## config.mk

```make
export PLATFORM = sky130hd
export DESIGN_NAME = pmp_region
export DESIGN_NICKNAME = d
export VERILOG_FILES = /design/src/verilog/mem_pkg.sv /design/src/verilog/pmp_region.sv
export SDC_FILE = /design/constraint.sdc
export NUM_CORES = 1
export LEC_CHECK = 0
export ABC_AREA = 1
export BUFFER_PORTS_ARGS = -buffer_cell sky130_fd_sc_hd__buf_2
export CAP_MARGIN = 20
export CORE_MARGIN = 1.5
export CORE_UTILIZATION = 35
export DETAILED_ROUTE_END_ITERATION = 7
export GPL_TIMING_DRIVEN = 0
export PLACE_DENSITY = 0.66
export SLEW_MARGIN = 20
export SYNTH_ARGS = -nofsm -noshare
export SYNTH_HDL_FRONTEND = slang
export SYNTH_SLANG_ARGS = --single-unit
```

## constraint.sdc

```tcl
create_clock -name vclk -period 2.13
set_input_delay 0.3195 -clock vclk [all_inputs]
set_output_delay 0.3195 -clock vclk [all_outputs]
set_load 0.005 [all_outputs]
```

## src/verilog/mem_pkg.sv

```systemverilog
`default_nettype none

package mem_pkg;

  // ~~~~~~~~~~~~~~~~~~~~~~~~~~~~~~~~~~~~~~~~~~~~~~~~~~
  // Bus widths
  // ~~~~~~~~~~~~~~~~~~~~~~~~~~~~~~~~~~~~~~~~~~~~~~~~~~
  typedef logic [31:0] addr_t;     // Byte address
  typedef logic [31:0] data_t;
  typedef logic [3:0]  strb_t;     // All zero is a read
  typedef logic [7:0]  apb_addr_t; // PMP register offset

  // Bit 0 read, bit 1 write, bit 2 execute
  typedef logic [2:0] perm_t;

  // ~~~~~~~~~~~~~~~~~~~~~~~~~~~~~~~~~~~~~~~~~~~~~~~~~~
  // Enumerations
  // ~~~~~~~~~~~~~~~~~~~~~~~~~~~~~~~~~~~~~~~~~~~~~~~~~~
  typedef enum logic [1:0] {
    user_mode    = 2'd0,
    machine_mode = 2'd3
  } priv_t;

  // Arbiter ownership of the memory bus
  typedef enum logic [1:0] {
    no_access    = 2'd0,
    instr_access = 2'd1,
    data_access  = 2'd2
  } access_t;

  // Top-level defaults
  localparam int default_num_regions = 4;
  localparam int default_ram_words   = 256;

endpackage

`default_nettype wire

```

## src/verilog/pmp_region.sv

```systemverilog
`timescale 1ns/1ps
`default_nettype none

module pmp_region (
  input  mem_pkg::addr_t base,
  input  mem_pkg::addr_t limit,
  input  mem_pkg::perm_t perm,
  input  logic           enable,
  input  mem_pkg::addr_t chk_addr,
  input  mem_pkg::perm_t chk_kind,
  output logic           hit,
  output logic           grant
);

  logic above_base;
  logic below_limit;

  // Top-of-range pair, limit is exclusive
  assign above_base  = chk_addr >= base;
  assign below_limit = chk_addr < limit;
  assign hit         = enable && above_base && below_limit;

  // chk_kind carries a single bit
  assign grant = |(perm & chk_kind);

endmodule

`default_nettype wire

```

==> summary.md, run 1 <==
| Metric | Value |
|---|---|
| P_int | `0.000187 W` |
| Sequential power share | `0` |
| Fin Hold WS | `906 ps` |
| Syn nets | `435` |
| Inserted Diodes | `0` |
| Most common cell in the netlist | `inv_1` |
| RePlAce Congestion | `0.741` |
| Detailed Route WL | `3790 microns` |
| Crit Path Max Fanout | `2` |
| Tcrit/Tclk final | `0.882` |
| Area leader, netlist | `ha_1` |
| Clkbuf count | `0` |
| Count of flip-flops and latches | `0` |
| Final Slew Violations | `0` |
| # rows | `24` |
| Layout cells sized above 1 | `0.299` |
| Core Area | `0.00447 sq mm` |
| Register area | `0 sq um` |
| IO buf count | `105` |
| Drt first-iter violations | `14` |
| Synth cell count leaders | `inv_1, ha_1, nand2_1` |
| Maxcap violations | `0` |
| Synth top area share | `0.473` |
| Post-Layout Cell Count | `426` |
| Hold Crit Class | `input pin to output port` |
| Final Hold Vio Count | `0` |
| Startpoint types | `input pin` |
| Via Count | `1,864` |
| Multi-input logic area | `0.00138 sq mm` |
| Post-layout util | `0.504` |
| Antenna violations before repair | `0` |
| Post-Syn Instances | `269` |
| Placed cell count | `426` |
| GRT Resource Usage Total | `0.149` |
| VDD IR-drop max | `70.5 uV` |
| Switching pwr | `0.000189 W` |
| IO Pins | `105` |
| Sw Ratio | `0.503` |
| Die Ht | `72.0 microns` |
| Hold Buf Count CTS | `0` |
| Post-DP HPWL | `3680 microns` |
| Die Width | `72.0 microns` |
| WP data required | `1810 ps` |
| Synth warn | `0` |
| Post-Syn Area | `0.00167 sq mm` |
| TNS Setup | `0 ps` |
| Nets | `542` |
| Initial core utilization | `0.372` |
| Power per cell area | `167 mW/mm^2` |
| Largest net degree at the start of global routing | `4` |
| Top post-synthesis cells by area | `ha_1, inv_1, nand2_1` |
| WL/cell | `8.90 microns` |
| Syn_area_per_cell | `6.19 sq um` |
| First-pass GRT wire length | `6620 microns` |
| Yosys cell types | `20` |
| Vias in the first global route | `1,731` |
| Crit path kind | `input pin to output port` |
| DIE AREA | `0.00518 sq mm` |
| Crit. End Element | `output port` |
| Clock network power share | `0` |
| Drt pass-1 iters | `2` |
| Gate power share | `1.000` |
| Crit path time final | `1880 ps` |
| Setup bufs post-CTS | `0` |
| Total grt overflow | `0` |
| Peak Freq | `0.532 GHz` |
| Antenna-violating nets left | `0` |
| Worst slew margin | `0.836` |
| Worst path arrival time | `1560 ps` |
| Post-CTS sizing | `0` |
| Leak | `1.55 nW` |
| Final setup fails | `0` |
| Number of remaining DRC errors | `0` |
| # fillers | `481` |
| Vias per cell | `4.38` |
| Sequential area share after synthesis | `0` |
| RSZ-0062 raised after global routing | `false` |
| Status | `completed` |
| Area Overhead vs Synth | `35.5%` |
| Slew @ Worst Pin | `243 ps` |
## per-stage QoR
step	worst slack (ps)	power, W	instance area (sq um)
finish	252	0.000376	2260
global route	57.3	0.000451	2260
CTS	208	0.000383	2260
detailed placement	222	0.000380	2260
global placement	212	0.000370	2260
floorplan	566	0.000225	1670
## cells by family (layout without fill, tap and decap cells)
family	after synthesis	in the layout	share of synthesized area
simple gates	89	89	0.221
buf+inv	75	180	0.169
fa+ha+maj	63	63	0.473
compound gates	42	42	0.137
## cells in the final DEF, fill, tap and decap left out
cell / count
a21oi_1: 28
a21oi_2: 1
a31oi_1: 1
and3_1: 1
buf_2: 105
ha_1: 63
inv_1: 72
inv_2: 3
nand2_1: 60
nand2_2: 1
nand3_1: 4
nand4_1: 3
nor2_1: 17
nor3_1: 1
nor3_2: 1
nor4_2: 1
o211ai_1: 1
o21a_1: 3
o21ai_0: 3
o21ai_1: 4
o21bai_1: 1
## power by group through the flow
| stage | Clock (W) | Sequential, W | Combinational, W |
|---|---|---|---|
| 2_1_floorplan | 0 | 0 | 0.000225 |
| 3_3_place_gp | 0 | 0 | 0.000370 |
| 3_5_place_dp | 0 | 0 | 0.000380 |
| 4_1_cts | 0 | 0 | 0.000383 |
| 5_1_grt | 0 | 0 | 0.000451 |
| 6_report | 0 | 0 | 0.000376 |
## critical path: stages
cell and delay (ps):
buf_2 70, inv_1 30, ha_1 300, a21oi_1 130, nor2_1 50, nor3_1 150, nand2_1 100, nand2_1 60
nand2_1 60, nand2_1 60, nand2_1 40, nor2_1 70, buf_2 120
## metal layers
metal	vias up	wire (microns)	track usage
met5	-	0	0
met4	0	0	0
met3	0	184	0.00139
met2	58	1700	0.287
met1	739	1900	0.196
li1	1067	-	-
## area by class of cell
cell class,count,share of cell area
Multi-Input combinational cell,194,0.613
Tap cell,52,0.0288
Inverter,75,0.125
Timing Repair Buffer,105,0.233
## worst paths after layout
path	slack, ps	end	startpoint	depth (start not counted)
hold / removal	910	grant	chk_kind[2]	4
setup / recovery	250	hit	limit[5]	13
Power figures use the tool's default switching activity.
==> run 2, diff against run 1 <==
--- a/config.mk
+++ b/config.mk
@@ -8,7 +8,6 @@
 export ABC_AREA = 1
 export BUFFER_PORTS_ARGS = -buffer_cell sky130_fd_sc_hd__buf_2
 export CAP_MARGIN = 20
-export CORE_MARGIN = 1.5
 export CORE_UTILIZATION = 35
 export DETAILED_ROUTE_END_ITERATION = 7
 export GPL_TIMING_DRIVEN = 0
==> run 2 against run 1 <==
  * Fmax is 1.4% lower
  * Critical endpoint unchanged
  * Combinational power about the same
  * Setup slack lost 26 ps
  * Routed wire length is 4.0% lower
  * Cell count stayed put
  * Non-clock buffer count did not move
  * Count of clock-buffer cells in the layout unchanged
  * First-iteration DRC count rose by 79%
  * Critical path depth unchanged
  * Die area fell by 2.8%
  * Via count fell by 0.91%
  * Critical path type unchanged
  * The flow now finishes with violations (DRC)
  * Design area is the same
==> summary.md, run 2 (synthesis gave the netlist of run 1 again) <==
| Metric | Value |
|---|---|
| Number of remaining DRC errors | `6` |
| VDD IR-drop max | `71.2 uV` |
| Final Hold Vio Count | `0` |
| Layout cells sized above 1 | `0.299` |
| # fillers | `500` |
| GRT Resource Usage Total | `0.147` |
| Inserted Diodes | `0` |
| IO buf count | `105` |
| WL/cell | `8.54 microns` |
| Core Area | `0.00447 sq mm` |
| Crit path time final | `1900 ps` |
| Initial core utilization | `0.372` |
| Drt first-iter violations | `25` |
| Die Ht | `71.0 microns` |
| Hold Buf Count CTS | `0` |
| Vias in the first global route | `1,720` |
| DIE AREA | `0.00504 sq mm` |
| Largest net degree at the start of global routing | `4` |
| Hold Crit Class | `input pin to output port` |
| Antenna-violating nets left | `0` |
| Crit Path Max Fanout | `2` |
| Crit path kind | `input pin to output port` |
| Total Power | `0.000373 W` |
| Power per cell area | `165 mW/mm^2` |
| Antenna violations before repair | `0` |
| Final Slew Violations | `0` |
| Total grt overflow | `0` |
| Drt pass-1 iters | `7` |
| RSZ-0062 raised after global routing | `false` |
| CP max-delay cell | `ha_1` |
| Detailed Route WL | `3640 microns` |
| Worst slew margin | `0.860` |
| Vias per cell | `4.34` |
| Final setup fails | `0` |
| First-pass GRT wire length | `6380 microns` |
| Commonest non-fill, non-tap cell in the layout | `buf_2` |
| Slew @ Worst Pin | `210 ps` |
| Post-DP HPWL | `3510 microns` |
| Nets | `542` |
| Startpoint types | `input pin` |
| Tcrit/Tclk final | `0.894` |
| Maxcap violations | `0` |
| Crit. End Element | `output port` |
| Peak Freq | `0.525 GHz` |
| TNS Setup | `0 ps` |
| Leak | `1.55 nW` |
| Count of flip-flops and latches | `0` |
| # rows | `24` |
| Worst path arrival time | `1590 ps` |
| WP data required | `1810 ps` |
| RePlAce Congestion | `0.728` |
| Crit path largest cell delay | `290 ps` |
| Top cell by count, worst path | `nand2_1` |
| Die Width | `71.0 microns` |
| CP Cell Sequence | `buf_2 -> inv_1 -> ha_1 -> a21oi_1 -> nor2_1 -> nor3_1 -> nand2_1 -> nand2_1 -> nand2_1 -> nand2_1 -> nand2_1 -> nor2_1 -> buf_2` |
| Setup bufs post-CTS | `0` |
| Status | `finished with violations` |
| Most frequent cells in the layout | `buf_2, inv_1, ha_1, nand2_1, a21oi_1` |
| Post-CTS sizing | `0` |
| Via Count | `1,847` |
| Register area | `0 sq um` |
| Fin Hold WS | `904 ps` |
| Clkbuf count | `0` |
| IO Pins | `105` |
| Violated checks | `DRC` |
| Area Overhead vs Synth | `35.5%` |
run 2: cell counts in the layout (fill, tap and decap cells not counted):
Identical to the previous run, type by type.
run 2: stage by stage:
stage,util,instances,cell area [sq um],setup slack [ps]
finish,0.504,426,2260,225
global route,0.504,426,2260,41.2
global placement,0.504,426,2260,204
floorplan,-,269,1670,566
CTS,0.504,426,2260,200
detailed placement,0.504,426,2260,210
run 2: power breakdown:
part           internal [W]  switching (W)  leakage [nW]  total, W
clock network             0              0             0         0
logic              0.000186       0.000187          1.55  0.000373
registers                 0              0             0         0
total              0.000186       0.000187          1.55  0.000373
run 2: cell type report:
cell class	count	area (sq um)	area share
Tap cell	52	65.1	0.0288
Timing Repair Buffer	105	526	0.233
Multi-Input combinational cell	194	1380	0.613
Inverter	75	282	0.125
run 2: critical path: cells and delay by family:
family,cells,cell delay (ps)
AND/OR/NAND/NOR,8,590
buffers and inverters,3,220
adder cells (fa/ha/maj),1,290
AO/OA/AOI/OAI,1,170
run 2: worst paths after layout:
check             cells past startpoint    end  slack (ps)        start
setup / recovery                     13    hit         230     limit[5]
hold / removal                        4  grant         900  chk_kind[2]
run 2: per-layer routing:
metal / GRT usage / share of wire
met1: 0.191 / 0.50
met2: 0.280 / 0.45
met5: 0 / 0
met4: 0 / 0
met3: 0.00997 / 0.056
