File: config.mk
export PLATFORM = sky130hd
export DESIGN_NAME = mem_arbiter
export DESIGN_NICKNAME = d
export VERILOG_FILES = /design/src/verilog/mem_pkg.sv /design/src/verilog/mem_arbiter.sv
export SDC_FILE = /design/constraint.sdc
export NUM_CORES = 1
export LEC_CHECK = 0
export BUFFER_PORTS_ARGS = -buffer_cell sky130_fd_sc_hd__buf_2
export CAP_MARGIN = 20
export CORE_UTILIZATION = 44
export CTS_CLUSTER_SIZE = 40
export DETAILED_ROUTE_END_ITERATION = 10
export HOLD_SLACK_MARGIN = 0.08
export PLACE_DENSITY = 0.77
export SYNTH_ARGS = -nofsm -noshare
export SYNTH_HDL_FRONTEND = slang
export SYNTH_SLANG_ARGS = --single-unit
File: constraint.sdc
create_clock -name clock -period 4.65 [get_ports clock]
set_input_delay 0.93 -clock clock [delete_from_list [all_inputs] [get_ports clock]]
set_output_delay 0.93 -clock clock [all_outputs]
set_load 0.005 [all_outputs]
File: src/verilog/mem_pkg.sv
`default_nettype none

package mem_pkg;

  // ~~~~~~~~~~~~~~~~~~~~~~~~~~~~~~~~~~~~~~~~~~~~~~~~~~
  // Bus widths
  // ~~~~~~~~~~~~~~~~~~~~~~~~~~~~~~~~~~~~~~~~~~~~~~~~~~
  typedef logic [31:0] addr_t;     // Byte address
  typedef logic [31:0] data_t;
  typedef logic [3:0]  strb_t;     // All zero is a read
  typedef logic [7:0]  apb_addr_t; // PMP register offset

  // Bit 0 read, bit 1 write, bit 2 execute
  typedef logic [2:0] perm_t;

  // ~~~~~~~~~~~~~~~~~~~~~~~~~~~~~~~~~~~~~~~~~~~~~~~~~~
  // Enumerations
  // ~~~~~~~~~~~~~~~~~~~~~~~~~~~~~~~~~~~~~~~~~~~~~~~~~~
  typedef enum logic [1:0] {
    user_mode    = 2'd0,
    machine_mode = 2'd3
  } priv_t;

  // Arbiter ownership of the memory bus
  typedef enum logic [1:0] {
    no_access    = 2'd0,
    instr_access = 2'd1,
    data_access  = 2'd2
  } access_t;

  // Top-level defaults
  localparam int default_num_regions = 4;
  localparam int default_ram_words   = 256;

endpackage

`default_nettype wire

File: src/verilog/mem_arbiter.sv
`timescale 1ns/1ps
`default_nettype none

module mem_arbiter (
  input  logic           clock,
  input  logic           reset,
  input  logic           imem_valid,
  input  mem_pkg::addr_t imem_addr,
  input  mem_pkg::priv_t imem_mode,
  output logic           imem_ready,
  output logic           imem_error,
  output mem_pkg::data_t imem_rdata,
  input  logic           dmem_valid,
  input  mem_pkg::addr_t dmem_addr,
  input  mem_pkg::priv_t dmem_mode,
  input  mem_pkg::data_t dmem_wdata,
  input  mem_pkg::strb_t dmem_wstrb,
  output logic           dmem_ready,
  output logic           dmem_error,
  output mem_pkg::data_t dmem_rdata,
  output mem_pkg::addr_t chk_addr,
  output mem_pkg::priv_t chk_mode,
  output mem_pkg::perm_t chk_kind,
  input  logic           chk_fault,
  output logic           memory_valid,
  output mem_pkg::addr_t memory_addr,
  output mem_pkg::data_t memory_wdata,
  output mem_pkg::strb_t memory_wstrb,
  input  mem_pkg::data_t memory_rdata,
  input  logic           memory_ready
);

  mem_pkg::access_t state;
  logic             fault_q;   // Current access was refused by the PMP

  // Held requests, one per port
  logic             d_pend;
  mem_pkg::addr_t   d_addr;
  mem_pkg::priv_t   d_mode;
  mem_pkg::data_t   d_wdata;
  mem_pkg::strb_t   d_wstrb;
  logic             i_pend;
  mem_pkg::addr_t   i_addr;
  mem_pkg::priv_t   i_mode;

  // Access in flight on the memory bus
  mem_pkg::addr_t   cur_addr;
  mem_pkg::data_t   cur_wdata;
  mem_pkg::strb_t   cur_wstrb;

  logic             d_req;
  logic             i_req;
  logic             busy;
  logic             take_d;
  logic             take_i;
  logic             issue;
  mem_pkg::addr_t   cand_addr;
  mem_pkg::data_t   cand_wdata;
  mem_pkg::strb_t   cand_wstrb;

  // ~~~~~~~~~~~~~~~~~~~~~~~~~~~~~~~~~~~~~~~~~~~~~~~~~~
  // Selection, data before fetch
  // ~~~~~~~~~~~~~~~~~~~~~~~~~~~~~~~~~~~~~~~~~~~~~~~~~~
  assign d_req  = dmem_valid || d_pend;
  assign i_req  = imem_valid || i_pend;
  assign busy   = (state != mem_pkg::no_access) && !fault_q && !memory_ready;
  assign take_d = !busy && d_req;
  assign take_i = !busy && !d_req && i_req;
  assign issue  = take_d || take_i;

  always_comb begin
    if (d_req) begin
      cand_addr  = dmem_valid ? dmem_addr : d_addr;
      chk_mode   = dmem_valid ? dmem_mode : d_mode;
      cand_wdata = dmem_valid ? dmem_wdata : d_wdata;
      cand_wstrb = dmem_valid ? dmem_wstrb : d_wstrb;
      chk_kind   = (cand_wstrb != '0) ? 3'b010 : 3'b001; // Write or read
    end else begin
      cand_addr  = imem_valid ? imem_addr : i_addr;
      chk_mode   = imem_valid ? imem_mode : i_mode;
      cand_wdata = '0;
      cand_wstrb = '0;
      chk_kind   = 3'b100; // Execute
    end
  end

  assign chk_addr     = cand_addr;
  assign memory_valid = busy || (issue && !chk_fault);
  assign memory_addr  = busy ? cur_addr : cand_addr;
  assign memory_wdata = busy ? cur_wdata : cand_wdata;
  assign memory_wstrb = busy ? cur_wstrb : cand_wstrb;

  always_ff @(posedge clock) begin
    if (!reset) begin
      state   <= mem_pkg::no_access;
      fault_q <= 1'b0;
      d_pend  <= 1'b0;
      i_pend  <= 1'b0;
    end else begin
      if (dmem_valid) d_pend <= 1'b1;
      if (imem_valid) i_pend <= 1'b1;
      if (take_d) d_pend <= 1'b0;   // Taken straight away
      if (take_i) i_pend <= 1'b0;
      if (issue) begin
        state   <= take_d ? mem_pkg::data_access : mem_pkg::instr_access;
        fault_q <= chk_fault;
      end else if (!busy) begin
        state   <= mem_pkg::no_access;
        fault_q <= 1'b0;
      end
    end
  end

  always_ff @(posedge clock) begin
    if (dmem_valid) begin
      d_addr  <= dmem_addr;
      d_mode  <= dmem_mode;
      d_wdata <= dmem_wdata;
      d_wstrb <= dmem_wstrb;
    end
    if (imem_valid) begin
      i_addr <= imem_addr;
      i_mode <= imem_mode;
    end
    if (issue) begin
      cur_addr  <= cand_addr;
      cur_wdata <= cand_wdata;
      cur_wstrb <= cand_wstrb;
    end
  end

  // Responses go to the owner of the current access
  assign imem_ready = (state == mem_pkg::instr_access) && (fault_q || memory_ready);
  assign imem_error = (state == mem_pkg::instr_access) && fault_q;
  assign imem_rdata = (state == mem_pkg::instr_access && !fault_q && memory_ready) ?
                      memory_rdata : '0;
  assign dmem_ready = (state == mem_pkg::data_access) && (fault_q || memory_ready);
  assign dmem_error = (state == mem_pkg::data_access) && fault_q;
  assign dmem_rdata = (state == mem_pkg::data_access && !fault_q && memory_ready) ?
                      memory_rdata : '0;

  // Bus request held unchanged until the RAM answers
  assert property (@(posedge clock) disable iff (!reset)
    memory_valid && !memory_ready |=> memory_ready ||
    (memory_valid && $stable(memory_addr) && $stable(memory_wdata) &&
     $stable(memory_wstrb)));

  // The RAM answers only an access that was issued to it
  assert property (@(posedge clock) disable iff (!reset)
    memory_ready |-> (state != mem_pkg::no_access) && !fault_q);

endmodule

`default_nettype wire

==> results of run 1 <==
-- metal layers --
metal	track usage, %	share of wire (%)	vias to the layer above
met3	6.301	7.5	16
met4	6.173	1.2	0
met5	0	0	-
li1	-	-	2643
met1	25.80	44	2583
met2	31.27	47	165
-- layout by cell type (no fill, tap or decap), types with 2 or more instances in the layout --
cell type	count
bufinv_16	2
dfxtp_1	109
nor4_1	3
inv_1	3
and2_1	64
buf_4	6
mux2_4	54
o21ai_0	2
nand2b_1	3
inv_6	5
a22o_1	37
nand2_1	3
buf_2	314
clkinv_2	4
a21boi_0	2
buf_12	3
nor2_4	2
clkbuf_16	17
nor2_1	9
mux2_2	152
edfxtp_1	68
-- stage by stage --
stage / std cells / power (uW) / setup slack [ns] / cell area [um2] / utilization [%]
finish: 1100 / 3994 / 0.9175 / 10230 / 58.74
global route: 1100 / 4165 / 0.8092 / 10230 / 58.74
CTS: 1100 / 4034 / 0.9078 / 10230 / 58.74
detailed placement: 1068 / 2589 / 0.9112 / 9641 / 55.35
global placement: 1068 / 2568 / 0.9003 / 9641 / 55.35
floorplan: 557 / 2305 / 0.9390 / 7904 / -
-- layout make-up --
| cell class | count | area (um2) | share of cell area [%] |
|---|---|---|---|
| clock buffer | 18 | 439.2 | 4.293 |
| inverter | 3 | 11.26 | 0.1101 |
| clock inverter | 14 | 151.4 | 1.480 |
| timing repair buffer | 323 | 1677 | 16.39 |
| tap | 225 | 281.5 | 2.752 |
| sequential | 177 | 4224 | 41.29 |
| multi-input combinational | 340 | 3447 | 33.69 |
-- cell families (layout without fill, tap and decap cells) --
group / Yosys count / after routing / synth area share [%]
buffers and inverters: 40 / 358 / 3.246
AO/OA/AOI/OAI: 46 / 46 / 4.830
multiplexers: 206 / 206 / 31.92
AND/OR/NAND/NOR: 88 / 88 / 6.540
flip-flops: 177 / 177 / 53.46
-- power breakdown --
part	internal (uW)	leakage (uW)	total, uW	switching, uW
registers	1810	0.00162	1860	55.2
clock network	816	0.000294	1440	626
logic	391	0.00292	689	298
total	3010	0.00484	3990	979
-- worst max-delay path, cell delays in order --
cell and delay (ns):
buf_2 0.72, mux2_2 0.43, mux2_2 0.30, mux2_4 0.27, buf_2 0.13
-- state kept, by name, indices dropped and copies added (netlist names) --
| name | cells |
|---|---|
| cur_addr | 32 |
| cur_wdata | 32 |
| d_addr | 32 |
| d_wdata | 32 |
| i_addr | 32 |
| cur_wstrb | 4 |
| d_wstrb | 4 |
| d_mode | 2 |
| i_mode | 2 |
| state | 2 |
| d_pend | 1 |
| fault_q | 1 |
| i_pend | 1 |
-- final timing paths --
check,end,slack (ns),cells after the start
setup / recovery,memory_addr[2],0.92,5
hold / removal,d_addr[19],0.47,1
setup reg to reg,d_pend,2.86,3
hold reg to reg,d_addr[19],0.47,1
==> flow_metrics.env, run 1 <==
export IMPL_coreArea_um2=17420
export IMPL_synthTopCellsByCount="mux2_2, dfxtp_1, edfxtp_1, and2_1, mux2_4"
export IMPL_cts_tree="built"
export IMPL_ir_drop_mv=0.3843
export IMPL_status="completed"
export IMPL_whs_ns=0.4696
export IMPL_synth_top_cell_area_share_pct=27.62
export IMPL_yosysWarnings=0
export IMPL_drc=0
export IMPL_slew_violations=0
export IMPL_dp_hpwl_um=12970
export IMPL_tns_ns=0
export IMPL_area_delta_synth_final_pct=29.49
export IMPL_gr_total_overflow=0
export IMPL_crit_fanout=37
export IMPL_max_slew_worst_pin_slew_ns=0.9984
export IMPL_ys_flop_type="dfxtp_1"
export IMPL_ys_top_cells_by_area="dfxtp_1, edfxtp_1, mux2_2, mux2_4, and2_1"
export IMPL_grt_pass1_vias=5230
export IMPL_r2r_start="state[1]"
export IMPL_diodes=0
export IMPL_period_share_pct=80.27
export IMPL_syn_inst=557
export IMPL_max_slew_margin_pct=33.19
export IMPL_hold_viol=0
export IMPL_drt_total_wl_um=18710
export IMPL_synth_avg_cell_area_um2=14.19
export IMPL_synthMostInstantiatedCell="mux2_2"
export IMPL_cp_end_kind="output pin"
export IMPL_grt_pass1_wl_um=28170
export IMPL_p_leak_uw=0.004842
export IMPL_ios=316
export IMPL_die_width_um=136.0
export IMPL_grt_max_degree=69
export IMPL_synthesis_area_um2=7901
export IMPL_num_rows=48
export IMPL_gp_congestion=0.7420
export IMPL_seq_area_frac_synth_pct=53.46
export IMPL_groute_usage_overall_pct=19.84
export IMPL_routedWlPerCell_um=17.01
export IMPL_root_buffer="clkbuf_16"
export IMPL_dr_pass1_iters=4
export IMPL_portBuffers=315
export IMPL_clockBufferDepth=2
export IMPL_synth_nets=699
export IMPL_vias_per_cell=4.915
export IMPL_initial_utilization_pct=45.37
export IMPL_crit_start="imem_valid"
export IMPL_cts_htree_levels=4
export IMPL_antenna_left=0
export IMPL_ctsHoldBuffers=0
export IMPL_cts_made_buffers=17
export IMPL_vias=5407
export IMPL_worstSkewPairLatency_ns=0.43
export IMPL_async_reset_ff_share_pct=0
export IMPL_cts_sinks=177
export IMPL_nets=1004
export IMPL_synth_edf_count=68
export IMPL_antenna_found_initial=0
export IMPL_hold_start="d_addr[19]"
export IMPL_rsz0062_at_grt="no"
export IMPL_power_density_nw_per_um2=390.4
export IMPL_setup_viol=0
export IMPL_fp_dieH_um=136.0
export IMPL_cts_setup_buffers=0
export IMPL_critical_path_required_ns=3.72
export IMPL_drv_cap=0
export IMPL_clock_skew_ns=0.01236
export IMPL_fmax_ghz=0.2679
export IMPL_ys_seq_elements=177
export IMPL_path_class="in -> out"
export IMPL_cts_resized=0
export IMPL_critical_path_arrival_ns=2.80
export IMPL_fillers=1434
export IMPL_synth_cell_types=28
export IMPL_critPathLaunchType="input pin"
export IMPL_yosys_area_top_type="dfxtp_1"
export IMPL_post_route_min_period_ns=3.733
export IMPL_path_clk_slew_ns=0.06
export IMPL_drtIter0Drc=198
export IMPL_drive_gt1_share_pct=64.57
export IMPL_min_path_type="reg -> reg"
export IMPL_dieArea_um2=18500
(Power assumes the default switching activity.)
==> inputs of run 2 (changes only) <==
--- a/config.mk
+++ b/config.mk
@@ -7,11 +7,11 @@
 export LEC_CHECK = 0
 export BUFFER_PORTS_ARGS = -buffer_cell sky130_fd_sc_hd__buf_2
 export CAP_MARGIN = 20
-export CORE_UTILIZATION = 44
+export CORE_UTILIZATION = 49
 export CTS_CLUSTER_SIZE = 40
 export DETAILED_ROUTE_END_ITERATION = 10
 export HOLD_SLACK_MARGIN = 0.08
-export PLACE_DENSITY = 0.77
+export PLACE_DENSITY = 0.81
 export SYNTH_ARGS = -nofsm -noshare
 export SYNTH_HDL_FRONTEND = slang
 export SYNTH_SLANG_ARGS = --single-unit
==> constraint.sdc (replaced) <==
create_clock -name clock -period 3.6 [get_ports clock]
set_input_delay 0.72 -clock clock [delete_from_list [all_inputs] [get_ports clock]]
set_output_delay 0.72 -clock clock [all_outputs]
set_load 0.005 [all_outputs]
==> flow_metrics.env, run 2 (synthesis results as in run 1) <==
export IMPL_status="completed"
export IMPL_setup_viol=0
export IMPL_critical_path_required_ns=2.88
export IMPL_groute_usage_overall_pct=22.32
export IMPL_p_sw_uw=1256
export IMPL_max_slew_worst_pin_slew_ns=0.8756
export IMPL_dp_cells=1061
export IMPL_min_path_type="reg -> reg"
export IMPL_clockBufferDepth=2
export IMPL_drv_cap=0
export IMPL_p_seq_share_pct=46.3
export IMPL_gr_total_overflow=0
export IMPL_grt_pass1_wl_um=28170
export IMPL_grt_util_met2_pct=34.05
export IMPL_cts_resized=0
export IMPL_drc=0
export IMPL_p_leak_uw=0.004846
export IMPL_vias=5430
export IMPL_slew_violations=0
export IMPL_drive_gt1_share_pct=64.61
export IMPL_ios=316
export IMPL_cts_tree="built"
export IMPL_p_int_uw=3943
export IMPL_ir_drop_mv=0.6158
export IMPL_num_rows=46
export IMPL_cts_htree_levels=4
export IMPL_coreArea_um2=15830
export IMPL_drt_total_wl_um=18500
export IMPL_pwr_share_comb_pct=17.2
export IMPL_tns_ns=0
export IMPL_critical_path_arrival_ns=2.52
export IMPL_final_common_cell="buf_2"
export IMPL_dr_pass1_iters=4
export IMPL_power_density_nw_per_um2=506.4
export IMPL_antenna_found_initial=2
export IMPL_use_met1_pct=29.40
export IMPL_crit_fanout=33
export IMPL_dp_hpwl_um=13090
export IMPL_grt_use_met3_pct=8.150
export IMPL_portBuffers=315
export IMPL_grt_pass1_vias=5276
export IMPL_nets=1006
export IMPL_gp_congestion=0.7315
export IMPL_utilization_pct=64.85
export IMPL_antenna_left=0
export IMPL_grt_max_degree=72
export IMPL_top_usage_layer="met2"
export IMPL_fmax_ghz=0.3084
export IMPL_ctsHoldBuffers=0
export IMPL_clock_skew_ns=0.008229
export IMPL_max_slew_margin_pct=41.63
export IMPL_routedWlPerCell_um=16.92
export IMPL_path_clk_slew_ns=0.06
export IMPL_fillers=1156
export IMPL_die_width_um=129.0
export IMPL_initial_utilization_pct=49.92
export IMPL_cp_end_kind="output pin"
export IMPL_cts_setup_buffers=0
export IMPL_period_share_pct=90.07
export IMPL_hold_viol=0
export IMPL_critPathLaunchType="input pin"
export IMPL_fp_dieH_um=129.0
export IMPL_p_sw_share_pct=24.16
export IMPL_drtIter0Drc=305
export IMPL_cts_made_buffers=17
export IMPL_post_route_min_period_ns=3.242
export IMPL_area_delta_synth_final_pct=29.91
export IMPL_root_buffer="clkbuf_16"
export IMPL_stdcell_count=1093
export IMPL_worstSkewPairLatency_ns=0.43
export IMPL_dieArea_um2=16640
export IMPL_path_class="in -> out"
export IMPL_cts_sinks=177
export IMPL_final_cell_mix="buf_2, mux2_2, dfxtp_1, edfxtp_1, and2_1"
export IMPL_p_clk_share_pct=36.5
export IMPL_rsz0062_at_grt="no"
export IMPL_vias_per_cell=4.968
[run 2: cell count changes in the layout (fill, tap and decap cells not counted), sizes merged]
cell	previous run	this run
clkinvlp	1	4
buf	323	325
clkinv	5	3
inv	9	7
bufinv	2	3
clkbuf	18	17
diode	0	1
[run 2: stage by stage]
step / total power [uW] / instance area [um2] / worst slack (ns) / hold slack [ns]
5_1_grt: 5416 / 10260 / 0.3105 / 0.4825
4_1_cts: 5246 / 10260 / 0.3568 / 0.4714
2_1_floorplan: 2977 / 7904 / 0.09902 / 0.4443
3_3_place_gp: 3315 / 9657 / 0.4078 / 0.4522
3_5_place_dp: 3348 / 9657 / 0.3641 / 0.4551
6_report: 5198 / 10260 / 0.3575 / 0.4685
[run 2: worst max-delay path: stages]
cell and delay [ns]:
buf_2 0.66, mux2_2 0.44, mux2_2 0.30, mux2_4 0.26, buf_2 0.13
[run 2: area by class of cell]
class                           instances  area [um2]  share of cell area [%]
Clock buffer                           17       425.4                   4.144
Antenna cell                            1       2.502                 0.02438
Sequential cell                       177        4224                   41.15
Multi-Input combinational cell        340        3447                   33.58
Inverter                                3       11.26                  0.1097
Tap cell                              216       270.3                   2.633
Clock inverter                         14       180.2                   1.755
Timing Repair Buffer                  325        1704                   16.60
[run 2: path summary, 6_finish.rpt]
kind / start / end / slack, ns / cells after the start
worst max-delay path: imem_valid / memory_addr[19] / 0.36 / 5
worst min-delay path: d_addr[8] / d_addr[8] / 0.47 / 1
worst max register to register: i_pend / cur_addr[5] / 1.89 / 3
worst min register to register: d_addr[8] / d_addr[8] / 0.47 / 1
[run 2: per-layer routing]
| metal | vias to the layer above | wire length [um] |
|---|---|---|
| met5 | - | 16 |
| met4 | 2 | 203 |
| met3 | 18 | 1716 |
| met2 | 199 | 8377 |
| met1 | 2569 | 8183 |
| li1 | 2642 | - |
[run 2: power by group through the flow]
stage / clock, uW / sequential (uW) / combinational, uW
floorplan: 0 / 2430 / 548
global placement: 0 / 2440 / 875
detailed placement: 0 / 2450 / 896
CTS: 1940 / 2410 / 902
global route: 2010 / 2430 / 974
finish: 1900 / 2410 / 894
