===== config.mk =====
export PLATFORM = sky130hd
export DESIGN_NAME = pmp_csr_apb
export DESIGN_NICKNAME = d
export VERILOG_FILES = /design/src/verilog/mem_pkg.sv /design/src/verilog/pmp_csr_apb.sv
export SDC_FILE = /design/constraint.sdc
export NUM_CORES = 1
export LEC_CHECK = 0
export BUFFER_PORTS_ARGS = -buffer_cell sky130_fd_sc_hd__buf_4
export CAP_MARGIN = 30
export CORE_MARGIN = 3
export CORE_UTILIZATION = 53
export DETAILED_ROUTE_END_ITERATION = 10
export PLACE_DENSITY = 0.89
export SLEW_MARGIN = 10
export SYNTH_ARGS = -nofsm -noshare
export SYNTH_HDL_FRONTEND = slang
export SYNTH_SLANG_ARGS = --single-unit
export TNS_END_PERCENT = 20

===== constraint.sdc =====
create_clock -name clock -period 4.86 [get_ports clock]
set_input_delay 0.972 -clock clock [delete_from_list [all_inputs] [get_ports clock]]
set_output_delay 0.972 -clock clock [all_outputs]
set_load 0.005 [all_outputs]

===== src/verilog/mem_pkg.sv =====
`default_nettype none

package mem_pkg;

  // ~~~~~~~~~~~~~~~~~~~~~~~~~~~~~~~~~~~~~~~~~~~~~~~~~~
  // Bus widths
  // ~~~~~~~~~~~~~~~~~~~~~~~~~~~~~~~~~~~~~~~~~~~~~~~~~~
  typedef logic [31:0] addr_t;     // Byte address
  typedef logic [31:0] data_t;
  typedef logic [3:0]  strb_t;     // All zero is a read
  typedef logic [7:0]  apb_addr_t; // PMP register offset

  // Bit 0 read, bit 1 write, bit 2 execute
  typedef logic [2:0] perm_t;

  // ~~~~~~~~~~~~~~~~~~~~~~~~~~~~~~~~~~~~~~~~~~~~~~~~~~
  // Enumerations
  // ~~~~~~~~~~~~~~~~~~~~~~~~~~~~~~~~~~~~~~~~~~~~~~~~~~
  typedef enum logic [1:0] {
    user_mode    = 2'd0,
    machine_mode = 2'd3
  } priv_t;

  // Arbiter ownership of the memory bus
  typedef enum logic [1:0] {
    no_access    = 2'd0,
    instr_access = 2'd1,
    data_access  = 2'd2
  } access_t;

  // Top-level defaults
  localparam int default_num_regions = 4;
  localparam int default_ram_words   = 256;

endpackage

`default_nettype wire


===== src/verilog/pmp_csr_apb.sv =====
`timescale 1ns/1ps
`default_nettype none

module pmp_csr_apb #(
  parameter int NUM_REGIONS = mem_pkg::default_num_regions
) (
  input  logic                     clock,
  input  logic                     reset,
  input  logic                     psel,
  input  logic                     penable,
  input  logic                     pwrite,
  input  mem_pkg::apb_addr_t       paddr,
  input  mem_pkg::data_t           pwdata,
  output mem_pkg::data_t           prdata,
  output logic                     pready,
  output logic                     pslverr,
  output logic [NUM_REGIONS*32-1:0] region_base,
  output logic [NUM_REGIONS*32-1:0] region_limit,
  output logic [NUM_REGIONS*3-1:0]  region_perm,
  output logic [NUM_REGIONS-1:0]    region_enable
);

  mem_pkg::addr_t         base_q  [NUM_REGIONS];
  mem_pkg::addr_t         limit_q [NUM_REGIONS];
  mem_pkg::perm_t         perm_q  [NUM_REGIONS];
  logic [NUM_REGIONS-1:0] enable_q;

  logic [3:0] reg_idx;   // 16 bytes per region
  logic [1:0] reg_word;
  logic       in_range;
  logic       wr_en;

  assign reg_idx  = paddr[7:4];
  assign reg_word = paddr[3:2];
  assign in_range = reg_idx < NUM_REGIONS;
  assign wr_en    = psel && penable && pwrite && in_range;
  assign pready   = 1'b1;   // Zero wait states
  assign pslverr  = psel && penable && !in_range;

  always_ff @(posedge clock) begin
    if (!reset) begin
      for (int i = 0; i < NUM_REGIONS; i++) begin
        base_q[i]  <= '0;
        limit_q[i] <= '0;
        perm_q[i]  <= '0;
      end
      enable_q <= '0;
    end else if (wr_en) begin
      for (int i = 0; i < NUM_REGIONS; i++) begin
        if (reg_idx == i) begin
          case (reg_word)
            2'd0:    base_q[i]   <= pwdata;
            2'd1:    limit_q[i]  <= pwdata;
            2'd2:    perm_q[i]   <= pwdata[2:0];
            default: enable_q[i] <= pwdata[0];
          endcase
        end
      end
    end
  end

  // Readback
  always_comb begin
    prdata = '0;
    if (psel && !pwrite) begin
      for (int i = 0; i < NUM_REGIONS; i++) begin
        if (reg_idx == i) begin
          case (reg_word)
            2'd0:    prdata = base_q[i];
            2'd1:    prdata = limit_q[i];
            2'd2:    prdata = {29'd0, perm_q[i]};
            default: prdata = {31'd0, enable_q[i]};
          endcase
        end
      end
    end
  end

  for (genvar g = 0; g < NUM_REGIONS; g++) begin : g_flat
    assign region_base[g*32 +: 32] = base_q[g];
    assign region_limit[g*32 +: 32] = limit_q[g];
    assign region_perm[g*3 +: 3] = perm_q[g];
  end
  assign region_enable = enable_q;

  assert property (@(posedge clock) disable iff (!reset) penable |-> psel);

endmodule

`default_nettype wire


==> results of run 1 <==
==> final timing paths <==
check / start / endpoint / slack, ns / depth (start not counted)
setup reg to reg: region_enable[3] / region_enable[3] / 4.22 / 2
setup / recovery: paddr[7] / prdata[30] / 0.61 / 7
hold reg to reg: region_enable[2] / region_enable[2] / 0.54 / 2
hold / removal: region_enable[2] / region_enable[2] / 0.54 / 2
==> power groups by stage <==
stage          Sequential, W  Combinational [W]  Clock (W)
2_1_floorplan        0.00282           0.000181          0
3_3_place_gp         0.00281           0.000534          0
3_5_place_dp         0.00282           0.000548          0
4_1_cts              0.00277           0.000551    0.00211
5_1_grt              0.00278           0.000583    0.00221
6_report             0.00277           0.000555    0.00210
==> layout make-up <==
class / count / share of cell area
clock buffer: 36 / 0.0444
clock inverter: 12 / 0.00754
inverter: 3 / 0.000665
multi-input combinational: 658 / 0.274
sequential: 272 / 0.480
tap: 319 / 0.0236
timing repair buffer: 380 / 0.169
==> placed cells by master (no fill, tap or decap), types with 2 or more instances in the layout <==
cell,n
sky130_fd_sc_hd__a21oi_1,51
sky130_fd_sc_hd__a21oi_2,9
sky130_fd_sc_hd__a221o_1,2
sky130_fd_sc_hd__a221oi_1,31
sky130_fd_sc_hd__a311o_1,28
sky130_fd_sc_hd__and2_1,256
sky130_fd_sc_hd__and3_1,14
sky130_fd_sc_hd__buf_4,378
sky130_fd_sc_hd__bufinv_16,3
sky130_fd_sc_hd__clkbuf_1,7
sky130_fd_sc_hd__clkbuf_16,29
sky130_fd_sc_hd__clkinv_1,9
sky130_fd_sc_hd__dfxtp_1,4
sky130_fd_sc_hd__edfxtp_1,268
sky130_fd_sc_hd__inv_1,2
sky130_fd_sc_hd__mux2_2,33
sky130_fd_sc_hd__mux2i_1,38
sky130_fd_sc_hd__mux4_2,4
sky130_fd_sc_hd__nand2_1,43
sky130_fd_sc_hd__nand3_1,62
sky130_fd_sc_hd__nor2_1,3
sky130_fd_sc_hd__nor2_4,7
sky130_fd_sc_hd__nor2b_1,5
sky130_fd_sc_hd__nor2b_4,2
sky130_fd_sc_hd__nor3_1,5
sky130_fd_sc_hd__nor3_2,2
sky130_fd_sc_hd__nor3_4,2
sky130_fd_sc_hd__o21ai_0,35
sky130_fd_sc_hd__o21ai_4,6
sky130_fd_sc_hd__o2bb2ai_1,2
sky130_fd_sc_hd__o31ai_4,2
==> sequential cells by signal, summed over array words and instances (netlist names) <==
register,flops
region_enable,4
perm_q,12
base_q,128
limit_q,128
==> layer usage <==
layer	GRT usage	part of all wire	wire length, um
met5	0	0	0
met4	0.136	0.041	1840
met3	0.0755	0.12	5330
met2	0.556	0.50	22100
met1	0.405	0.34	15300
==> per-stage QoR <==
stage,utilization,instance area (um^2)
3_5_place_dp,0.675,16000
3_3_place_gp,0.675,16000
4_1_cts,0.712,16900
5_1_grt,0.712,16900
6_report,0.712,16900
2_1_floorplan,-,13000
==> kinds of logic after synthesis <==
group                  count (synthesis)
buffers and inverters                 92
flip-flops                           272
AO/OA/AOI/OAI                        169
AND/OR/NAND/NOR                      413
other                                  1
multiplexers                          75
==> tightest hold or removal path: cells and delay by family (launching register included) <==
family / cells / cell delay (ns)
multiplexers: 1 / 0.12
AND/OR/NAND/NOR: 1 / 0.06
flip-flops: 1 / 0.32
==> metrics list, run 1 <==
- Setup slack after placement: ~0.7 ns
- List of cells traversed by the critical path: buf_4 -> or4b_1 -> nor2_4 -> buf_4 -> a221oi_1 -> o2bb2ai_1 -> buf_4
* Area used by multi-input combinational logic: 4640 um^2
- Number of global-route vias before repair: roughly 11000
* Net count after synthesis: 1067
- Lkg Pwr: about 6.5 nW
- Clock tree synthesis inserted a total of 28 buffers.
- The kind of cell with the highest combined delay along the critical path is simple AND/OR/NAND/NOR gates.
- The number of antenna violations at the first check in global routing was 0.
* Worst path arrival time: 3.27 ns
- Post-detailed-placement half-perimeter wirelength: a little under 30000 um
- The congestion estimate from routability-driven global placement came to approximately 0.86.
- Area Overhead vs Synth: 30.5%
- The core region is about 24000 um^2.
- The number of slew-limit violations in the final report came to 0.
* Number of synthesized flops with an enable pin: 268
- STA classifies the critical path startpoint as an input port.
- Router iterations before antenna repair: 8
- Area share of the leading cell type in the synthesized netlist: 0.621
- Unrepaired setup endpoints after global routing: no
- Final wirelength: roughly 45000 um
- After the last flow step, the layout net total stands at 1388.
- Flip-flop and latch area: just over 8000 um^2
- In this run the worst path has a maximum fanout of 15.
* Root buf cell: sky130_fd_sc_hd__clkbuf_16
- Measured along the x axis, the die boundary spans ~160 um.
- In this run the mean area of a mapped cell was 12.7 um^2.
- Maximum number of pins on one net before global-route repair: 64
- Cell seen most often among critical-path stages: sky130_fd_sc_hd__buf_4
* Routed Antenna Nets: 0
* Final global-route overflow total: 0
- Tmin final: 4.25 ns
- Yosys cell types: between 40 and 50
* Number of hold violations in the final report: 0
- TritonCTS Sinks: 272
* Relative contribution of sequential cells to total power: 0.511
- Main combinational cell family by area after synthesis: simple AND/OR/NAND/NOR gates
* Critical Path Sink Type: output port
- Top post-synthesis cells by count: sky130_fd_sc_hd__edfxtp_1 (268), sky130_fd_sc_hd__and2_1 (256), sky130_fd_sc_hd__clkbuf_1 (62), sky130_fd_sc_hd__nand3_1 (62), sky130_fd_sc_hd__a21oi_1 (51)
* Critical path buffers and inverters: 3
- Async set-reset flop share out of synthesis: 0
* CTS clock-pin slew for the worst setup and hold paths: approximately 0.06 ns
- Longest individual stage delay on the worst path: roughly 0.7 ns
- Combinational group share of total power: 0.102
* Routed length per placed instance: 26.5 um
- FMAX: ~240 MHz
* Setup bufs post-CTS: 0
- Resize count post-CTS: 0
* Maximum capacitance violations: 0
- The internal portion of the total power is 0.00418 W.
- After synthesis, the share of cell area in mux cells is 0.0649.
- In the routed layout, each cell is associated on average with a via count of 6.22.
- Slowest stage cell, crit path: sky130_fd_sc_hd__or4b_1
- Power density cells: 321 nW/um^2
- Share of the clock period used by the worst path: 0.874
* Starting density of the core: 0.546
- The design draws about 0.0054 W.
* Cell types with the largest area share after synthesis: sky130_fd_sc_hd__edfxtp_1 (62%), sky130_fd_sc_hd__and2_1 (12%), sky130_fd_sc_hd__mux2i_1 (2.9%)
* Most repeated cell in the gate-level netlist after synthesis: sky130_fd_sc_hd__edfxtp_1
- The number of antenna diodes in the final layout is 0.
- Synthesized-area fraction occupied by ao, oa, aoi and oai cells: 0.0901
- Post-synthesis instance total: between 1000 and 1500
- Part of the power in the clock network: 0.387
* Fraction of final layout cells with drive strength greater than 1: 0.356
* Count of yosys warnings during synthesis: 0
* Basic-gate share of the synthesized area counting and, or, nand and nor cells: 0.186
- Relative slew slack: 0.411
* Number of top-level pins: around 350
* Fin cells: between 1500 and 2000
* Worst hold slack across all endpoints: ~0.54 ns
- Setup violations remaining at the end of the flow were counted as 0.
- For this run, design rule violations remaining after detail routing come to 0.
* Transition at the pin with the smallest max-transition slack: 0.882 ns
- The synthesized design contains between 200 and 300 register bits.
- Min-Delay Path Class: reg2reg
* Switching share of power: 0.230
- For this block, the via count after detailed routing is ~10000.
- The biggest area contributor in the post-synthesis netlist is sky130_fd_sc_hd__edfxtp_1.
- Final total negative setup slack: 0 ns
* Net Sw Power: between 0.001 and 0.0015 W
* Netlist area before placement: roughly 13000 um^2
* Number of buffers on the longest clock path: 3
- Most frequently used flop master after synthesis: sky130_fd_sc_hd__edfxtp_1
* First-pass GRT wire length: about 65000 um
* Hold-fix buffers at CTS: 0
- The die is around 160 um tall.
* Result of the run: complete, no violations
- Clock insertion delay at the later pin of the skew report: about 0.54 ns
- The worst-case IR drop observed on VDD is about 0.32 mV.
- The share of the Yosys chip area taken by registers is 0.627.
- TritonCTS built the clock tree.
- In this run the number of H-tree levels came out at 1.
- Fill cell count: between 1500 and 2000
* Clock tree skew after final layout: 0 ns
* Row count: between 50 and 60
* Detailed Route Iter0 Violations: roughly 1300
- Once routing completed, OpenROAD measured the worst setup slack at ~0.61 ns.
- Total GRT Usage: 0.327
- Cells after DPL: between 1500 and 2000
- CP Class: in2out
* Share of synthesized cell area in full adder, half adder and majority cells: 0
* Req. time, crit path: between 3 and 4 ns
* Input/output buffers: ~350
- Of the total synthesized cell area, the portion taken by XOR and XNOR cells is 0.
* Floorplan die area: roughly 26000 um^2
(Power assumes the default switching activity.)
==> inputs of run 2 (changes only) <==
--- a/config.mk
+++ b/config.mk
@@ -5,11 +5,12 @@
 export SDC_FILE = /design/constraint.sdc
 export NUM_CORES = 1
 export LEC_CHECK = 0
-export BUFFER_PORTS_ARGS = -buffer_cell sky130_fd_sc_hd__buf_4
+export ABC_AREA = 1
 export CAP_MARGIN = 30
 export CORE_MARGIN = 3
-export CORE_UTILIZATION = 53
+export CORE_UTILIZATION = 64
 export DETAILED_ROUTE_END_ITERATION = 10
+export DONT_BUFFER_PORTS = 1
 export PLACE_DENSITY = 0.89
 export SLEW_MARGIN = 10
 export SYNTH_ARGS = -nofsm -noshare
==> metrics list, run 2 <==
* Antenna violations before repair: 0
- Cts bufs inserted: 27
- Relative to the synthesized area, the layout overhead comes to 9.41%.
* Maximum number of pins on one net before global-route repair: 64
- Source of the worst register-to-register timing path: region_enable[1]
* Unrepaired setup endpoints after global routing: no
- Number of top-level pins: 351
* Share of synthesized cell area in full adder, half adder and majority cells: 0
* Fin area: between 10000 and 15000 um^2
- At the later pin of the worst-skew pair, clock insertion delay measures approximately 0.52 ns.
* Total setup violations reported at the end of the flow: 0
* TritonCTS Sinks: roughly 270
- Async set-reset flop share out of synthesis: 0
* Lkg Pwr: between 5 and 6 nW
- In the final timing run, aggregate negative setup slack is 0 ns.
* List of cells traversed by the critical path: inv_1 -> nand2_2 -> nor2_4 -> inv_2 -> nand2_1 -> nand2_1 -> a21oi_1
* Register area share after synthesis: 0.640
- Fin. max-slew vios: 0
- In this run the worst setup path begins at paddr[7].
- Most frequently used flop master after synthesis: sky130_fd_sc_hd__edfxtp_1
- The final hold violation count came to 0.
- Fin cells: between 1500 and 2000
* Post-layout net count: approximately 1400
- Share of the clock period used by the worst path: 0.764
* Min-Delay Path Class: reg2reg
- Measured against its own limit, the worst slew margin works out to 0.358.
* Most common cell after layout, fill and taps aside: sky130_fd_sc_hd__nand2_1
- In this run the post-CTS setup repair buffer count came out at 0.
- The core region is roughly 19000 um^2.
- Final wirelength: approximately 40000 um
- TritonCTS built the clock tree.
* Post-synthesis instance total: 1357
- Clock-pin slew was measured on the worst setup and hold paths at approximately 0.06 ns.
- In the final routed layout, each cell accounts on average for around 25 um.
- Number of buffers on the longest clock path: 3
- Across the run, the number of max-cap violations was 0.
- Fraction of synthesized cell area in xor and xnor cells: 0
* Input/output buffers: 0
- Count of state elements after synthesis: approximately 270
- Number of DRC violations after detailed routing: 0
- At the pin with the least slew margin, the transition time is 0.960 ns.
- Cell seen most often among critical-path stages: sky130_fd_sc_hd__nand2_1
- The initial utilization of the core area, before any placement, comes to 0.665.
- Top post-synthesis cells by count: sky130_fd_sc_hd__nand2_1 (468), sky130_fd_sc_hd__nor2_1 (294), sky130_fd_sc_hd__edfxtp_1 (268)
- DR vias: between 10000 and 15000
* Weighted congestion reported at the end of routability-driven placement: roughly 0.9
* Number of global-route vias before repair: just over 10000
- Of the total synthesized cell area, the portion taken by AND, OR, NAND and NOR gates is 0.273.
- The initialized floorplan defines 50 standard-cell rows.
- In this run, post-CTS hold repair placed 0 buffers.
- Floorplan die width: ~150 um
- On the final layout, the worst clock skew is 0 ns.
- The first TritonRoute pass finished after 7 iterations.
* Worst Setup Start Kind: input port
- Once detail routing completed, the nets flagged for antenna violations numbered 0.
- Slowest stage cell, crit path: sky130_fd_sc_hd__nor2_4
* Maximum level of the CTS H-tree: 1
- During synthesis, Yosys emitted a total of 0 warnings.
- Of the post-synthesis cell area, the dominant cell type holds 0.634.
- Fill cell count: about 1200
- First-pass GRT wire length: a little under 60000 um
- Placed Area: about 13000 um^2
- Net count after synthesis: 1402
* Final global-route overflow total: 0
- Tmin final: 3.71 ns
- Main combinational cell family by area after synthesis: simple AND/OR/NAND/NOR gates
- Die extent in y: 147 um
- The most common cell in the synthesized netlist is sky130_fd_sc_hd__nand2_1.
* Synthesized-area fraction occupied by ao, oa, aoi and oai cells: 0.0298
- Worst hold path startpoint: region_enable[3]
- After synthesis, the share of cell area in mux cells is 0.
- FMAX: 269 MHz
- Together, buffers and inverters on the worst path number 2.
* Average instance area after synthesis: 9.36 um^2
- Resize count post-CTS: 0
- Cell types with the largest area share after synthesis: sky130_fd_sc_hd__edfxtp_1 (63%), sky130_fd_sc_hd__nand2_1 (14%), sky130_fd_sc_hd__nor2_1 (8.7%)
* Post-detailed-placement half-perimeter wirelength: around 25000 um
- STA puts the critical path data required time at roughly 3.9 ns.
* Post-synth top area cell: sky130_fd_sc_hd__edfxtp_1
* Worst hold slack across all endpoints: ~0.50 ns
* Critical Path Sink Type: output port
* Longest individual stage delay on the worst path: approximately 0.5 ns
* Total Power: 0.00539 W
- Power density cells: around 390 nW/um^2
- Netlist area before placement: 12700 um^2
- The tree is rooted in a sky130_fd_sc_hd__clkbuf_16.
- Yosys cell types: 28
- After the first detailed-routing iteration, the DRC count stood at roughly 1300.
* Result of the run: complete, no violations
* Number of synthesized flops with an enable pin: about 270
- Floorplan die area: approximately 22000 um^2
- The top cell types in the final layout, fill and taps aside, are sky130_fd_sc_hd__nand2_1 (464), sky130_fd_sc_hd__nor2_1 (292), sky130_fd_sc_hd__edfxtp_1 (268).
- Of all nets on the critical path, the largest fanout is 29.
- CP Class: in2out
- Max VDD drop: roughly 0.53 mV
* Avg Vias per Cell: ~6.5
* Total GRT Usage: 0.353
- Registers with the most flip-flops: base_q: 128 flops, limit_q: 128 flops, perm_q: 12 flops
- The number of placed instances, taps included, is ~1500.
- Kind of cell adding the most delay to the critical path: simple AND/OR/NAND/NOR gates
- N_diodes: 0
- For the worst setup path, the data arrival time is approximately 2.7 ns.
* Fraction of final layout cells with drive strength greater than 1: 0.0737
## run 2: cell count changes after synthesis, sizes merged, moves of 23 or more
cell,previous run,this run
clkbuf,62,15
nand2,43,472
a221oi,31,0
nand3,62,85
mux2,33,0
a21oi,60,32
inv,2,60
and2,256,0
buf,27,68
a311o,28,0
nor2,10,299
mux2i,38,0
## run 2: final timing paths
kind / cells past startpoint / slack [ns] / endpoint
max: 7 / 1.15 / prdata[9]
max reg2reg: 4 / 4.13 / region_enable[1]
min: 2 / 0.50 / region_enable[3]
min reg2reg: 2 / 0.50 / region_enable[3]
## run 2: routing by layer
metal	GRT usage	wire length, um	share of wire
met5	0	0	0
met4	0.172	1990	0.049
met3	0.133	6440	0.16
met2	0.592	19300	0.48
met1	0.400	12500	0.31
## run 2: final cells by class
class / instances / area, um^2 / share of cell area
sequential: 272 / 8130 / 0.585
tap: 260 / 325 / 0.0234
timing repair buffer: 19 / 300 / 0.0216
clock buffer: 38 / 787 / 0.0567
clock inverter: 12 / 188 / 0.0135
inverter: 61 / 230 / 0.0166
multi-input combinational: 941 / 3930 / 0.283
## run 2: worst register-to-register path, cell delays in order (launching register included)
cell                      delay [ns]
sky130_fd_sc_hd__dfxtp_1        0.36
sky130_fd_sc_hd__inv_1          0.07
sky130_fd_sc_hd__o21ai_0        0.08
sky130_fd_sc_hd__nand2_1        0.08
sky130_fd_sc_hd__nor2_1         0.08
## run 2: report_power, final
group	total (W)	switching (W)	internal, W
combinational	0.000301	0.000234	0.0000664
clock	0.00227	0.000882	0.00139
sequential	0.00282	0.000122	0.00270
## run 2: logic make-up (layout without fill, tap and decap cells)
group	count (synthesis)	after routing
AND/OR/NAND/NOR	865	865
flip-flops	272	272
buffers and inverters	144	130
AO/OA/AOI/OAI	75	75
other	1	1
## run 2: stage by stage
| step | util | worst slack, ns |
|---|---|---|
| 4_1_cts | 0.719 | 1.17 |
| 6_report | 0.728 | 1.15 |
| 3_3_place_gp | 0.668 | 1.27 |
| 5_1_grt | 0.728 | 1.06 |
| 3_5_place_dp | 0.668 | 1.19 |
| 2_1_floorplan | - | 0.647 |
==> inputs of run 3 (changes only) <==
--- a/config.mk
+++ b/config.mk
@@ -5,7 +5,7 @@
 export SDC_FILE = /design/constraint.sdc
 export NUM_CORES = 1
 export LEC_CHECK = 0
-export ABC_AREA = 1
+export ABC_AREA = 0
 export CAP_MARGIN = 30
 export CORE_MARGIN = 3
 export CORE_UTILIZATION = 64
==> constraint.sdc (replaced) <==
create_clock -name clock -period 3.69 [get_ports clock]
set_input_delay 0.738 -clock clock [delete_from_list [all_inputs] [get_ports clock]]
set_output_delay 0.738 -clock clock [all_outputs]
set_load 0.005 [all_outputs]
==> metrics list, run 3 (synthesized netlist as in run 1, its figures left out) <==
* Result of the run: complete, no violations
- Avg Vias per Cell: 7.19
- CTS built an H-tree with a depth of 1.
* Hold-fix buffers at CTS: 0
- TritonCTS built the clock tree.
- Worst Setup Start Kind: input port
- Setup violations remaining at the end of the flow were counted as 0.
* Min-Delay Path Class: in2reg
* Die extent in y: between 100 and 150 um
* Input/output buffers: 0
- CTS clock-pin slew for the worst setup and hold paths: about 0.060 ns
* Number of global-route vias before repair: between 9000 and 10000
* Number of top-level pins: 351
* TritonCTS Sinks: about 270
* Number of hold violations in the final report: 0
- At the end of the flow, the number of nets in the layout was ~1100.
* Unrepaired setup endpoints after global routing: no
- Once layout is done, the placed cells without fillers occupy approximately 14000 um^2.
- DR vias: about 9300
- The finished layout holds 1294 standard cells, fillers aside.
- Leaving out fill and tap cells, the most frequent cells in the layout are sky130_fd_sc_hd__edfxtp_1 (268), sky130_fd_sc_hd__and2_1 (256), sky130_fd_sc_hd__nand3_1 (62).
- Resize count post-CTS: 0
- Worst path arrival time: between 2 and 2.5 ns
- N_diodes: 0
* Cells after DPL: roughly 1200
- Maximum number of pins on one net before global-route repair: 78
* Lkg Pwr: approximately 5 nW
* Fill cell count: 1272
- In this run the cell area measured after placement is 13500 um^2.
* Cts bufs inserted: 28
- In this run the standard cell core region covers 19700 um^2.
- For the worst-skew pair, the clock arrives at the later sink with an insertion delay of approximately 0.53 ns.
- Post-detailed-placement half-perimeter wirelength: approximately 27000 um
- After detailed routing, the number of remaining DRC violations is 0.
- Share of the clock period used by the worst path: 0.872
- Clock tree skew after final layout: 0 ns
- In the final layout, the share of cells above drive strength 1 is 0.153.
- Tmin final: about 3.2 ns
- Number of buffers on the longest clock path: 3
- Antenna violations before repair: 0
- First-pass GRT wire length: 58900 um
- The floorplan step set the die width to 148 um.
* Root buf cell: sky130_fd_sc_hd__clkbuf_16
- Floorplan die area: between 20000 and 25000 um^2
- The total overflow left after global routing is 0.
* Row count: 51
- Max VDD drop: 0.401 mV
- The number of slew-limit violations in the final report is 0.
- Data on the critical path is required at its endpoint by just under 3 ns.
- The detail route stage leaves a number of antenna-violating nets equal to 0.
* Routed length per placed instance: 31.1 um
* Maximum capacitance violations: 0
- Registers with the most flip-flops: base_q: 128 flops, limit_q: 128 flops, perm_q: 12 flops
- Static timing analysis puts the maximum clock frequency at 311 MHz.
* Transition at the pin with the smallest max-transition slack: approximately 0.99 ns
- Detailed Route Iter0 Violations: around 1100
- Along the worst path, the maximum fanout reaches 16.
- For this design the ratio of total power to cell area is approximately 480 nW/um^2.
- The worst setup path is captured at an output port.
* Setup bufs post-CTS: 0
* Area Overhead vs Synth: 11.4%
- Most common cell after layout, fill and taps aside: sky130_fd_sc_hd__edfxtp_1
- The first detailed-routing pass took 5 iterations.
* Weighted congestion reported at the end of routability-driven placement: approximately 0.90
* CP Class: in2out
- For this run, the total global-route usage over all layers was measured as 0.356.
- The initial utilization of the core area, before any placement, comes to 0.660.
- In this run the tightest slew margin relative to its limit is 0.337.
- Final wirelength: just over 40000 um
[run 3: area by class of cell]
| cell class | count | area [um^2] | share of cell area |
|---|---|---|---|
| clock buffers | 34 | 744 | 0.0515 |
| clock inverters | 18 | 193 | 0.0133 |
| inverters | 3 | 11.3 | 0.000780 |
| multi-input cells | 658 | 4620 | 0.320 |
| flip-flops and latches | 272 | 8130 | 0.563 |
| well taps | 265 | 332 | 0.0230 |
| repair buffers | 44 | 418 | 0.0289 |
[run 3: where the power goes]
group	switching, W	internal (W)
Clock	0.00115	0.00171
Combinational	0.000206	0.000123
Sequential	0.000160	0.00355
[run 3: metrics by stage]
| stage | setup slack, ns | util | hold WS [ns] | power (W) | TNS, ns |
|---|---|---|---|---|---|
| 6_report | 0.473 | 0.735 | 0.338 | 0.00690 | 0 |
| 5_1_grt | 0.426 | 0.735 | 0.324 | 0.00707 | 0 |
| 4_1_cts | 0.501 | 0.735 | 0.323 | 0.00690 | 0 |
| 3_5_place_dp | 0.522 | 0.687 | 0.562 | 0.00409 | 0 |
| 3_3_place_gp | 0.533 | 0.687 | 0.553 | 0.00407 | 0 |
| 2_1_floorplan | -0.559 | - | 0.521 | 0.00395 | -131.39 |
[run 3: worst paths after layout]
| path | to | slack [ns] | startpoint | cells past startpoint |
|---|---|---|---|---|
| worst max-delay path | prdata[15] | 0.47 | paddr[7] | 5 |
| worst min-delay path | region_enable[2] | 0.34 | reset | 1 |
| worst max register to register | region_enable[0] | 3.02 | region_enable[0] | 2 |
| worst min register to register | region_enable[1] | 0.57 | region_enable[1] | 2 |
[run 3: critical path, cell delays in order]
cell and delay [ns]:
sky130_fd_sc_hd__or4b_1 0.67, sky130_fd_sc_hd__nor2_4 0.48, sky130_fd_sc_hd__buf_12 0.23, sky130_fd_sc_hd__a221oi_1 0.09
sky130_fd_sc_hd__a21oi_1 0.26
[run 3: per-layer routing]
metal / track usage / part of all wire / up-vias
met5: 0 / 0 / -
met4: 0.167 / 0.057 / 0
met2: 0.578 / 0.47 / 897
li1: - / - / 3748
met1: 0.435 / 0.31 / 4461
met3: 0.121 / 0.16 / 193
